==> src/led_pkg.sv <==
// ########################################
// LED driver command set and device state
// types (rotation, driver configuration)
// used by the decoder and the top level
// ########################################

package led_pkg;

    // opcode is the first byte of every frame
    typedef enum logic [7:0] {
        OP_READ_ROT   = 8'h01,
        OP_WRITE_CONF = 8'h02,
        OP_SET_RGB    = 8'h03,
        OP_READ_CONF  = 8'h04
    } led_opcode_t;

    // required frame length per opcode, in bytes
    localparam int LEN_READ_ROT   = 1;
    // opcode plus six configuration bytes
    localparam int LEN_WRITE_CONF = 7;
    // opcode plus enable byte
    localparam int LEN_SET_RGB    = 2;
    localparam int LEN_READ_CONF  = 1;

    // rotation sensor reading
    typedef logic [15:0] rotation_t;

    // LED driver configuration word
    typedef logic [47:0] driver_conf_t;

endpackage

==> src/spi_pkg.sv <==
// ########################################
// SPI frame sizes and types shared by the
// slave port, the command interface and
// the command decoder
// import inside a module body or scope names
// ########################################

package spi_pkg;

    // bits per SPI byte
    localparam int SPI_BYTE_BITS = 8;

    // most bytes kept per frame, later bytes are dropped
    localparam int SPI_MAX_BYTES = 8;

    // reply length sent back on miso
    localparam int SPI_REPLY_BYTES = 6;

    // received frame, first byte in the top eight bits
    // unused low bytes stay zero
    typedef logic [SPI_MAX_BYTES*SPI_BYTE_BITS-1:0] spi_frame_t;

    // count of whole bytes received, 1 to 8
    typedef logic [3:0] spi_len_t;

    // reply word, msb goes out first
    typedef logic [SPI_REPLY_BYTES*SPI_BYTE_BITS-1:0] spi_reply_t;

endpackage
==> src/spi_cmd_if.sv <==
// ########################################
// link between the SPI slave port and the
// command decoder: received frame one way,
// reply word the other way
// ########################################

`timescale 1ns/1ps

interface spi_cmd_if;
    import spi_pkg::*;

    // received frame, valid pulses one clock per frame
    spi_frame_t frame;
    spi_len_t   len;
    logic       valid;

    // reply for the next frame, taken when reply_load is high
    spi_reply_t reply;
    logic       reply_load;

    // SPI side: produces frames, consumes replies
    modport port (
        output frame, len, valid,
        input  reply, reply_load
    );

    // decoder side: no stall, takes every valid
    modport decoder (
        input  frame, len, valid,
        output reply, reply_load
    );

endinterface

==> src/led_driver_spi_top.sv <==
// ########################################
// host command block of the LED driver
// board. SPI pins in, driver configuration
// and RGB enable out. set SYNC_STAGES for
// the pin synchronizer depth (2 or more)
// ########################################

`timescale 1ns/1ps

module led_driver_spi_top #(
    parameter int SYNC_STAGES = 2
) (
    input  logic                  clk,
    input  logic                  reset,
    input  logic                  spi_sclk,
    input  logic                  spi_cs_n,
    input  logic                  spi_mosi,
    output logic                  spi_miso,
    input  led_pkg::rotation_t    rotation_data,
    output led_pkg::driver_conf_t configuration,
    output logic                  new_config_available,
    output logic                  rgb_enable
);

    // frame and reply path between port and decoder
    spi_cmd_if cmd_link ();

    // pins to frames, replies to miso
    spi_slave_port #(
        .SYNC_STAGES (SYNC_STAGES)
    ) spi_port0 (
        .clk      (clk),
        .reset    (reset),
        .spi_sclk (spi_sclk),
        .spi_cs_n (spi_cs_n),
        .spi_mosi (spi_mosi),
        .spi_miso (spi_miso),
        .cmd      (cmd_link.port)
    );

    // frames to device state and replies
    led_cmd_decoder cmd_decoder0 (
        .clk                  (clk),
        .reset                (reset),
        .rotation_data        (rotation_data),
        .configuration        (configuration),
        .new_config_available (new_config_available),
        .rgb_enable           (rgb_enable),
        .cmd                  (cmd_link.decoder)
    );

endmodule

==> src/led_cmd_decoder.sv <==
// ########################################
// decodes SPI command frames for the LED
// driver: config write, RGB enable and the
// two read commands that load a reply
// ########################################

`timescale 1ns/1ps

module led_cmd_decoder (
    input  logic                  clk,
    input  logic                  reset,
    input  led_pkg::rotation_t    rotation_data,
    output led_pkg::driver_conf_t configuration,
    output logic                  new_config_available,
    output logic                  rgb_enable,
    spi_cmd_if.decoder            cmd
);
    import spi_pkg::*;
    import led_pkg::*;

    localparam int FRAME_BITS = $bits(spi_frame_t);
    localparam int REPLY_BITS = $bits(spi_reply_t);
    localparam int CONF_BITS  = $bits(driver_conf_t);
    localparam int ROT_BITS   = $bits(rotation_t);

    led_opcode_t  opcode;
    driver_conf_t conf_field;
    logic         rgb_field;
    logic         len_ok;
    spi_reply_t   reply_q;
    logic         reply_load_q;

    // opcode is byte 0, payload follows
    assign opcode     = led_opcode_t'(cmd.frame[FRAME_BITS-1 -: SPI_BYTE_BITS]);
    assign conf_field = cmd.frame[FRAME_BITS-SPI_BYTE_BITS-1 -: CONF_BITS];
    // enable is bit 0 of byte 1
    assign rgb_field  = cmd.frame[FRAME_BITS-2*SPI_BYTE_BITS];

    // length check per opcode, unknown opcodes never pass
    always_comb begin
        case (opcode)
            OP_READ_ROT:   len_ok = (cmd.len == spi_len_t'(LEN_READ_ROT));
            OP_WRITE_CONF: len_ok = (cmd.len == spi_len_t'(LEN_WRITE_CONF));
            OP_SET_RGB:    len_ok = (cmd.len == spi_len_t'(LEN_SET_RGB));
            OP_READ_CONF:  len_ok = (cmd.len == spi_len_t'(LEN_READ_CONF));
            default:       len_ok = 1'b0;
        endcase
    end

    // device state and strobes, all update one clock after valid
    always_ff @(posedge clk) begin
        if (reset) begin
            configuration        <= '0;
            new_config_available <= 1'b0;
            rgb_enable           <= 1'b0;
            reply_load_q         <= 1'b0;
        end else begin
            new_config_available <= 1'b0;
            reply_load_q         <= 1'b0;
            if (cmd.valid && len_ok) begin
                case (opcode)
                    OP_WRITE_CONF: begin
                        configuration        <= conf_field;
                        new_config_available <= 1'b1;
                    end
                    OP_SET_RGB: rgb_enable <= rgb_field;
                    // both reads hand a reply to the port
                    default: reply_load_q <= 1'b1;
                endcase
            end
        end
    end

    // reply payload, only meaningful while reply_load is high
    always_ff @(posedge clk) begin
        if (cmd.valid && opcode == OP_READ_ROT) begin
            // rotation in the top bits, zeros behind it
            reply_q <= {rotation_data, {(REPLY_BITS - ROT_BITS){1'b0}}};
        end else if (cmd.valid) begin
            reply_q <= spi_reply_t'(configuration);
        end
    end

    assign cmd.reply      = reply_q;
    assign cmd.reply_load = reply_load_q;

endmodule

==> src/spi_slave_port.sv <==
// ########################################
// SPI mode 0 slave sampled by the system
// clock. collects a frame of up to eight
// bytes, strobes it on chip select rise,
// and shifts the stored reply out on miso
// ########################################

`timescale 1ns/1ps

module spi_slave_port #(
    parameter int SYNC_STAGES = 2
) (
    input  logic    clk,
    input  logic    reset,
    input  logic    spi_sclk,
    input  logic    spi_cs_n,
    input  logic    spi_mosi,
    output logic    spi_miso,
    spi_cmd_if.port cmd
);
    import spi_pkg::*;

    localparam int REPLY_BITS = $bits(spi_reply_t);
    // pin order in the sync chain is {sclk, cs_n, mosi}
    localparam logic [2:0] PIN_IDLE = 3'b010;

    logic [SYNC_STAGES-1:0][2:0] pin_sync;
    logic sclk_s;
    logic cs_n_s;
    logic mosi_s;
    logic sclk_prev;
    logic cs_n_prev;
    logic sclk_rise;
    logic sclk_fall;
    logic cs_rise;
    logic cs_fall;
    logic cs_active;

    logic [2:0]                 bit_cnt;
    logic [SPI_BYTE_BITS-2:0]   rx_bits;
    spi_len_t                   byte_cnt;
    spi_frame_t                 frame_q;
    logic                       valid_q;
    spi_reply_t                 reply_q;
    spi_reply_t                 tx_shift;

    // pin synchronizer, idles as sclk low and cs_n high
    always_ff @(posedge clk) begin
        if (reset) begin
            pin_sync  <= {SYNC_STAGES{PIN_IDLE}};
            sclk_prev <= 1'b0;
            cs_n_prev <= 1'b1;
        end else begin
            pin_sync  <= {pin_sync[SYNC_STAGES-2:0], {spi_sclk, spi_cs_n, spi_mosi}};
            sclk_prev <= sclk_s;
            cs_n_prev <= cs_n_s;
        end
    end

    assign sclk_s = pin_sync[SYNC_STAGES-1][2];
    assign cs_n_s = pin_sync[SYNC_STAGES-1][1];
    assign mosi_s = pin_sync[SYNC_STAGES-1][0];

    // edge detect on the synchronized pins
    assign sclk_rise = sclk_s & ~sclk_prev;
    assign sclk_fall = ~sclk_s & sclk_prev;
    assign cs_rise   = cs_n_s & ~cs_n_prev;
    assign cs_fall   = ~cs_n_s & cs_n_prev;
    assign cs_active = ~cs_n_s;

    // partial byte shifter, holds the first seven bits of a byte
    always_ff @(posedge clk) begin
        if (cs_active && sclk_rise) begin
            rx_bits <= {rx_bits[SPI_BYTE_BITS-3:0], mosi_s};
        end
    end

    // byte counting and frame packing, mosi sampled on sclk rise
    always_ff @(posedge clk) begin
        if (reset || cs_fall) begin
            bit_cnt  <= '0;
            byte_cnt <= '0;
            frame_q  <= '0;
        end else if (cs_active && sclk_rise) begin
            bit_cnt <= bit_cnt + 3'd1;
            // eighth bit completes a byte, bytes past the eighth are dropped
            if (bit_cnt == 3'd7 && byte_cnt < SPI_MAX_BYTES) begin
                frame_q[(SPI_MAX_BYTES - 1 - byte_cnt) * SPI_BYTE_BITS +: SPI_BYTE_BITS]
                    <= {rx_bits, mosi_s};
                byte_cnt <= byte_cnt + 1'b1;
            end
        end
    end

    // one clock strobe when chip select releases
    // a frame without a whole byte is not reported
    always_ff @(posedge clk) begin
        if (reset) begin
            valid_q <= 1'b0;
        end else begin
            valid_q <= cs_rise && (byte_cnt != '0);
        end
    end

    assign cmd.frame = frame_q;
    assign cmd.len   = byte_cnt;
    assign cmd.valid = valid_q;

    // reply register, held until the decoder loads a new one
    always_ff @(posedge clk) begin
        if (reset) begin
            reply_q <= '0;
        end else if (cmd.reply_load) begin
            reply_q <= cmd.reply;
        end
    end

    // transmit shifter
    // loaded at frame start, shifted after each sclk fall, zero filled
    always_ff @(posedge clk) begin
        if (reset || cs_rise) begin
            tx_shift <= '0;
        end else if (cs_fall) begin
            tx_shift <= reply_q;
        end else if (cs_active && sclk_fall) begin
            tx_shift <= {tx_shift[REPLY_BITS-2:0], 1'b0};
        end
    end

    assign spi_miso = tx_shift[REPLY_BITS-1];

endmodule

==> config.mk <==
export PLATFORM = sky130hd
export DESIGN_NAME = led_driver_spi_top
export DESIGN_NICKNAME = d
export VERILOG_FILES = /design/src/led_pkg.sv /design/src/spi_pkg.sv /design/src/spi_cmd_if.sv /design/src/led_driver_spi_top.sv /design/src/led_cmd_decoder.sv /design/src/spi_slave_port.sv
export SDC_FILE = /design/constraint.sdc
export NUM_CORES = 1
export LEC_CHECK = 0
export BUFFER_PORTS_ARGS = -buffer_cell sky130_fd_sc_hd__buf_2
export CORE_UTILIZATION = 32
export CTS_BUF_LIST = sky130_fd_sc_hd__clkbuf_8
export DETAILED_ROUTE_END_ITERATION = 10
export SETUP_SLACK_MARGIN = 0.4
export SYNTH_ARGS = -nofsm -noshare
export SYNTH_HDL_FRONTEND = slang
export SYNTH_HIERARCHICAL = 1
export SYNTH_SLANG_ARGS = --single-unit
==> constraint.sdc <==
create_clock -name clk -period 3.2 [get_ports clk]
set_input_delay 0 -clock clk [delete_from_list [all_inputs] [get_ports clk]]
set_output_delay 0 -clock clk [all_outputs]
set_load 0.005 [all_outputs]
==> results of run 1 <==
cell usage in the layout (no fill, tap or decap), drive strengths merged, types with 23 or more instances in the layout:
cell type / n
nand2b: 104
o21ai: 33
inv: 60
edfxtp: 23
a211oi: 48
nor2: 103
dfxtp: 251
buf: 94
nand3: 37
mux2i: 203
clkbuf: 53
nand2: 105
final cells by class:
cell class	count	area [um2]
multi-input combinational	718	5060
inverter	38	143
clock inverter	25	110
fill	3412	21400
tap	455	569
clock buffer	53	729
sequential	274	5720
timing repair buffer	114	756
registers in the layout, summed over array words and instances (netlist names), 3 cells and up:
name	cells
spi_port0/reply_q	48
spi_port0/pin_sync	4
spi_port0/tx_shift	48
spi_port0/rx_bits	7
spi_port0/cmd.len	4
cmd_decoder0/cmd.reply	48
cmd_decoder0/configuration	48
spi_port0/bit_cnt	3
spi_port0/cmd.frame	56
worst max-delay path, stage by stage (launching register included):
cell and delay [ns]:
dfxtp_2 0.42, ha_2 0.23, and3_1 0.20, ha_4 0.22, or4b_4 0.54, nor4_4 0.25, buf_4 0.25, o211ai_4 0.18
mux2i_1 0.18
repair_timing:
action                                 4_1_cts  5_1_grt
resized for setup                            0        2
hold buffers                                20        0
setup endpoints to repair                    0       28
setup buffers                                0        0
endpoints found under the hold margin       43        0
routing by layer:
metal | vias up | wire (um) | track usage
met4 | 0 | 788 | 0.0568
met3 | 47 | 800 | 0.0248
met1 | 3598 | 11600 | 0.184
li1 | 3939 | - | -
met2 | 119 | 11700 | 0.229
met5 | - | 0 | 0
metrics by stage:
stage	hold slack, ns	setup slack, ns
detailed placement	0.200	0.528
floorplan	0.104	0.405
CTS	0.171	0.510
global route	0.194	0.439
global placement	0.213	0.643
finish	0.196	0.586
report_power, final:
group / switching (mW) / internal (mW) / leakage (nW) / total (mW)
logic: 0.144 / 0.108 / 2.20 / 0.252
registers: 0.0367 / 3.52 / 2.28 / 3.56
clock network: 1.33 / 1.50 / 0.505 / 2.83
worst paths after layout:
check,slack [ns],cells after the start,from,end
worst min-delay path,0.20,3,spi_cs_n,spi_port0/pin_sync[1]$_SDFF_PP1_
worst min register to register,0.44,0,spi_port0/rx_bits[0]$_DFFE_PP_,spi_port0/rx_bits[1]$_DFFE_PP_
worst max-delay path,0.59,8,spi_port0/cmd.len[0]$_SDFFE_PP0P_,spi_port0/cmd.frame[46]$_SDFFE_PP0P_
worst max register to register,0.59,8,spi_port0/cmd.len[0]$_SDFFE_PP0P_,spi_port0/cmd.frame[46]$_SDFFE_PP0P_
==> impl_results.md, run 1 <==
* Rows at 68
* Final setup fails at 0
* Worst vdd ir at 0.000304 V
* Outcome: complete, no violations
* Sinks on Clock Net at 274
* Syn_area_per_cell at 10.1 um2
* LEAKAGE at 4.99 nW
* Design area at 13100 um2
* Final worst path period need at 2.61 ns
* Slew headroom at 0.307
* Routed vias at 7703
* Chip Height at 189 um
* Gate Count Post-Synth at 1108
* ANT nets after route at 0
* Synthesized cell area at 11200 um2
* Inserted Clock Buffers at 45
* CTS clk-pin slew, worst paths at 0.06 ns
* Area delta synth->final at 17.3%
* Mapped Nets at 1140
* Post-Route WL at 24900 um
* Antenna fix cells at 0
* Crit end category: flip-flop
* Share of the core filled with cells at 0.380
* Startpoint types: flip-flop
* CTS tree: built
* Clock root cell: clkbuf_8
* 1st-pass router iterations at 5
* First-pass GRT wire length at 40500 um
* Global route overflow at 0
* Residual DRC at 0
* HPWL Detailed at 16000 um
* Initial antenna violation count at 0
* IO buf count at 71
* Die Area at 35600 um2
* Worst Path Arrival at 3.01 ns
* Avg WL per Cell at 14.8 um
* Slew of the pin with the lowest slew margin at 1.04 ns
* Width of the die at 189 um
* Max-Cap Viols at 0
* Initial drt markers at 433
* Vias per inst at 4.59
* Fraction of layout cells with a size suffix above 1 at 0.152
* F_max at 383 MHz
* Final slew viol count at 0
* Fin crit share at 0.817
* Fin. Hold Viols at 0
* CORE AREA at 34500 um2
* RSZ-0062 raised after global routing: no
* Setup Crit Path Kind: reg2reg
* Max FO, Critical Path at 10
* Yosys warns at 6
* Worst-Skew Late Latency at 0.55 ns
* I/O pin cnt at 72
* Final Net Count at 1223
* Placed Cells at 1579
* Vias in the first global route at 7550
* GRT Overall Usage at 0.141
* Starting Density at 0.324
* Non-Filler Instances at 1677
* Largest net degree at the start of global routing at 97
* Tot Pwr at 6.64 mW
* CTS max path bufs at 3
* Final Wtd Congestion at 0.845
* PD cells at 507 nW/um2
* Layout Skew at 0.0259 ns
* CP required at 3.60 ns
* Setup TNS at 0 ns
* Hold crit path type: in2reg
* Post-DP Area at 12100 um2
* CTS H-Tree Depth at 2
Power figures use the tool's default switching activity.
==> inputs of run 2 (changes only) <==
==> constraint.sdc (replaced) <==
create_clock -name clk -period 2.2 [get_ports clk]
set_input_delay 0 -clock clk [delete_from_list [all_inputs] [get_ports clk]]
set_output_delay 0 -clock clk [all_outputs]
set_load 0.005 [all_outputs]
==> impl_results.md, run 2 (synthesized netlist as in run 1, its figures left out) <==
* Worst Path Arrival at 2.69 ns (-0.32 ns)
* Tot Pwr at 9.82 mW (+48%)
* Sinks on Clock Net at 274 (unchanged)
* I/O pin cnt at 72 (unchanged)
* PD cells at 674 nW/um2 (+33%)
* Failing checks: setup timing
* Max FO, Critical Path at 8 (-2)
* GRT Overall Usage at 0.149 (+0.00871)
* Worst Hold Margin at 0.163 ns (-0.0336 ns)
* Area delta synth->final at 30.5%
* Placed Cells at 1600 (+1.3%)
* # fillers at 3236 (-5.2%)
* Design area at 14600 um2 (+11%)
* Inserted Clock Buffers at 45 (unchanged)
* Final Net Count at 1273 (+4.1%)
* Width of the die at 189 um (unchanged)
* Worst vdd ir at 0.000349 V (+15%)
* 1st-pass router iterations at 4 (-1)
* Setup Crit Path Kind: reg2reg
* ANT nets after route at 0 (unchanged)
* First-pass GRT wire length at 42700 um (+5.4%)
* CTS tree: built
* Residual DRC at 0 (unchanged)
* Final Wtd Congestion at 0.779 (-7.8%)
* F_max at 438 MHz (+15%)
* Rows at 68 (unchanged)
* Fraction of layout cells with a size suffix above 1 at 0.257 (+0.105)
* CTS max path bufs at 3 (unchanged)
* Initial drt markers at 454 (+4.8%)
* Max reg flops at 56 (unchanged)
* Slew of the pin with the lowest slew margin at 0.574 ns (-0.465 ns)
* RSZ-0062 raised after global routing: yes
* CTS H-Tree Depth at 2 (unchanged)
* Share of the core filled with cells at 0.423 (+0.0427)
* Initial antenna violation count at 1 (+1)
* Hold crit path type: in2reg
* Pre-CTS setup slack at -0.154 ns (-0.681 ns)
* Global route overflow at 0 (unchanged)
* Avg WL per Cell at 15.6 um (+5.4%)
* Starting Density at 0.324 (unchanged)
* Final worst path period need at 2.28 ns (-0.333 ns)
* Vias in the first global route at 7848 (+3.9%)
* Startpoint types: flip-flop
* Largest net degree at the start of global routing at 97 (unchanged)
* Chip Height at 189 um (unchanged)
* Clock root cell: clkbuf_8
* Max-Cap Viols at 0 (unchanged)
* IO buf count at 71 (unchanged)
* CTS clk-pin slew, worst paths at 0.06 ns (about the same)
* Post-DP Area at 12500 um2 (+4.0%)
* HPWL Detailed at 16400 um (+2.1%)
* CP required at 2.61 ns (-0.99 ns)
* Fin crit share at 1.04 (+0.220)
* Layout Skew at 0.0253 ns (-0.000659 ns)
* CORE AREA at 34500 um2 (unchanged)
* Outcome: complete, but fails checks
* Slew headroom at 0.618 (+0.310)
* Crit end category: flip-flop
* Vias per inst at 4.67 (+1.7%)
* Routed vias at 8055 (+4.6%)
* Die Area at 35600 um2 (unchanged)
* Fin. Hold Viols at 0 (unchanged)
* Post-Route WL at 26900 um (+8.4%)
* Setup TNS at -3.29 ns (-3.29 ns)
* Most frequent cells in the layout: dfxtp_1, mux2i_1, nand2b_1, nor2_1, nand2_1
* Final setup fails at 56 (+56)
* Final slew viol count at 0 (unchanged)
* Final Worst Setup Slack at -0.0810 ns (-0.667 ns)
* Most common cell after layout, fill and taps aside: dfxtp_1
* Non-Filler Instances at 1725 (+2.9%)
* Worst-Skew Late Latency at 0.55 ns (about the same)
* LEAKAGE at 5.48 nW (+9.8%)
run 2: what timing repair did:
item,4_1_cts,5_1_grt
setup buffers,8,8
setup endpoints to repair,150,154
endpoints found under the hold margin,32,0
pin swaps,6,8
hold buffers,20,0
gates cloned,11,2
gates resized for setup,89,25
run 2: cell type report:
| class | count | area (um2) | share of cell area |
|---|---|---|---|
| Clock inverter | 19 | 88.8 | 0.00610 |
| Tap cell | 455 | 569 | 0.0391 |
| Inverter | 38 | 145 | 0.00996 |
| Sequential cell | 274 | 5740 | 0.394 |
| Clock buffer | 56 | 771 | 0.0529 |
| Multi-Input combinational cell | 718 | 5640 | 0.387 |
| Timing Repair Buffer | 164 | 1610 | 0.111 |
| Antenna cell | 1 | 2.50 | 0.000172 |
run 2: power breakdown:
group          switching (mW)  internal [mW]
registers              0.0506           5.12
logic                   0.216          0.178
clock network            1.97           2.29
run 2: path summary, 6_finish.rpt:
kind,start,cells past startpoint,slack [ns],to
max,spi_port0/cmd.len[1]$_SDFFE_PP0P_,8,-0.08,spi_port0/cmd.frame[51]$_SDFFE_PP0P_
min,spi_cs_n,3,0.16,spi_port0/pin_sync[1]$_SDFF_PP1_
max reg2reg,spi_port0/cmd.len[1]$_SDFFE_PP0P_,8,-0.08,spi_port0/cmd.frame[51]$_SDFFE_PP0P_
min reg2reg,spi_port0/pin_sync[0]$_SDFF_PP0_,1,0.43,spi_port0/mosi_s$_SDFF_PP0_
run 2: routing by layer:
| metal | global-route usage | share of wire | vias up |
|---|---|---|---|
| li1 | - | - | 4047 |
| met1 | 0.188 | 0.46 | 3819 |
| met2 | 0.251 | 0.48 | 126 |
| met3 | 0.0225 | 0.026 | 63 |
| met4 | 0.0667 | 0.034 | 0 |
| met5 | 0 | 0 | - |
run 2: worst max-delay path, cell delays in order, from the launching register on:
cell and delay [ns]:
dfxtp_4 0.37, ha_4 0.16, and3_4 0.18, ha_4 0.21
or4b_4 0.50, nor4_4 0.20, buf_12 0.19, o211ai_4 0.17
mux2i_1 0.18
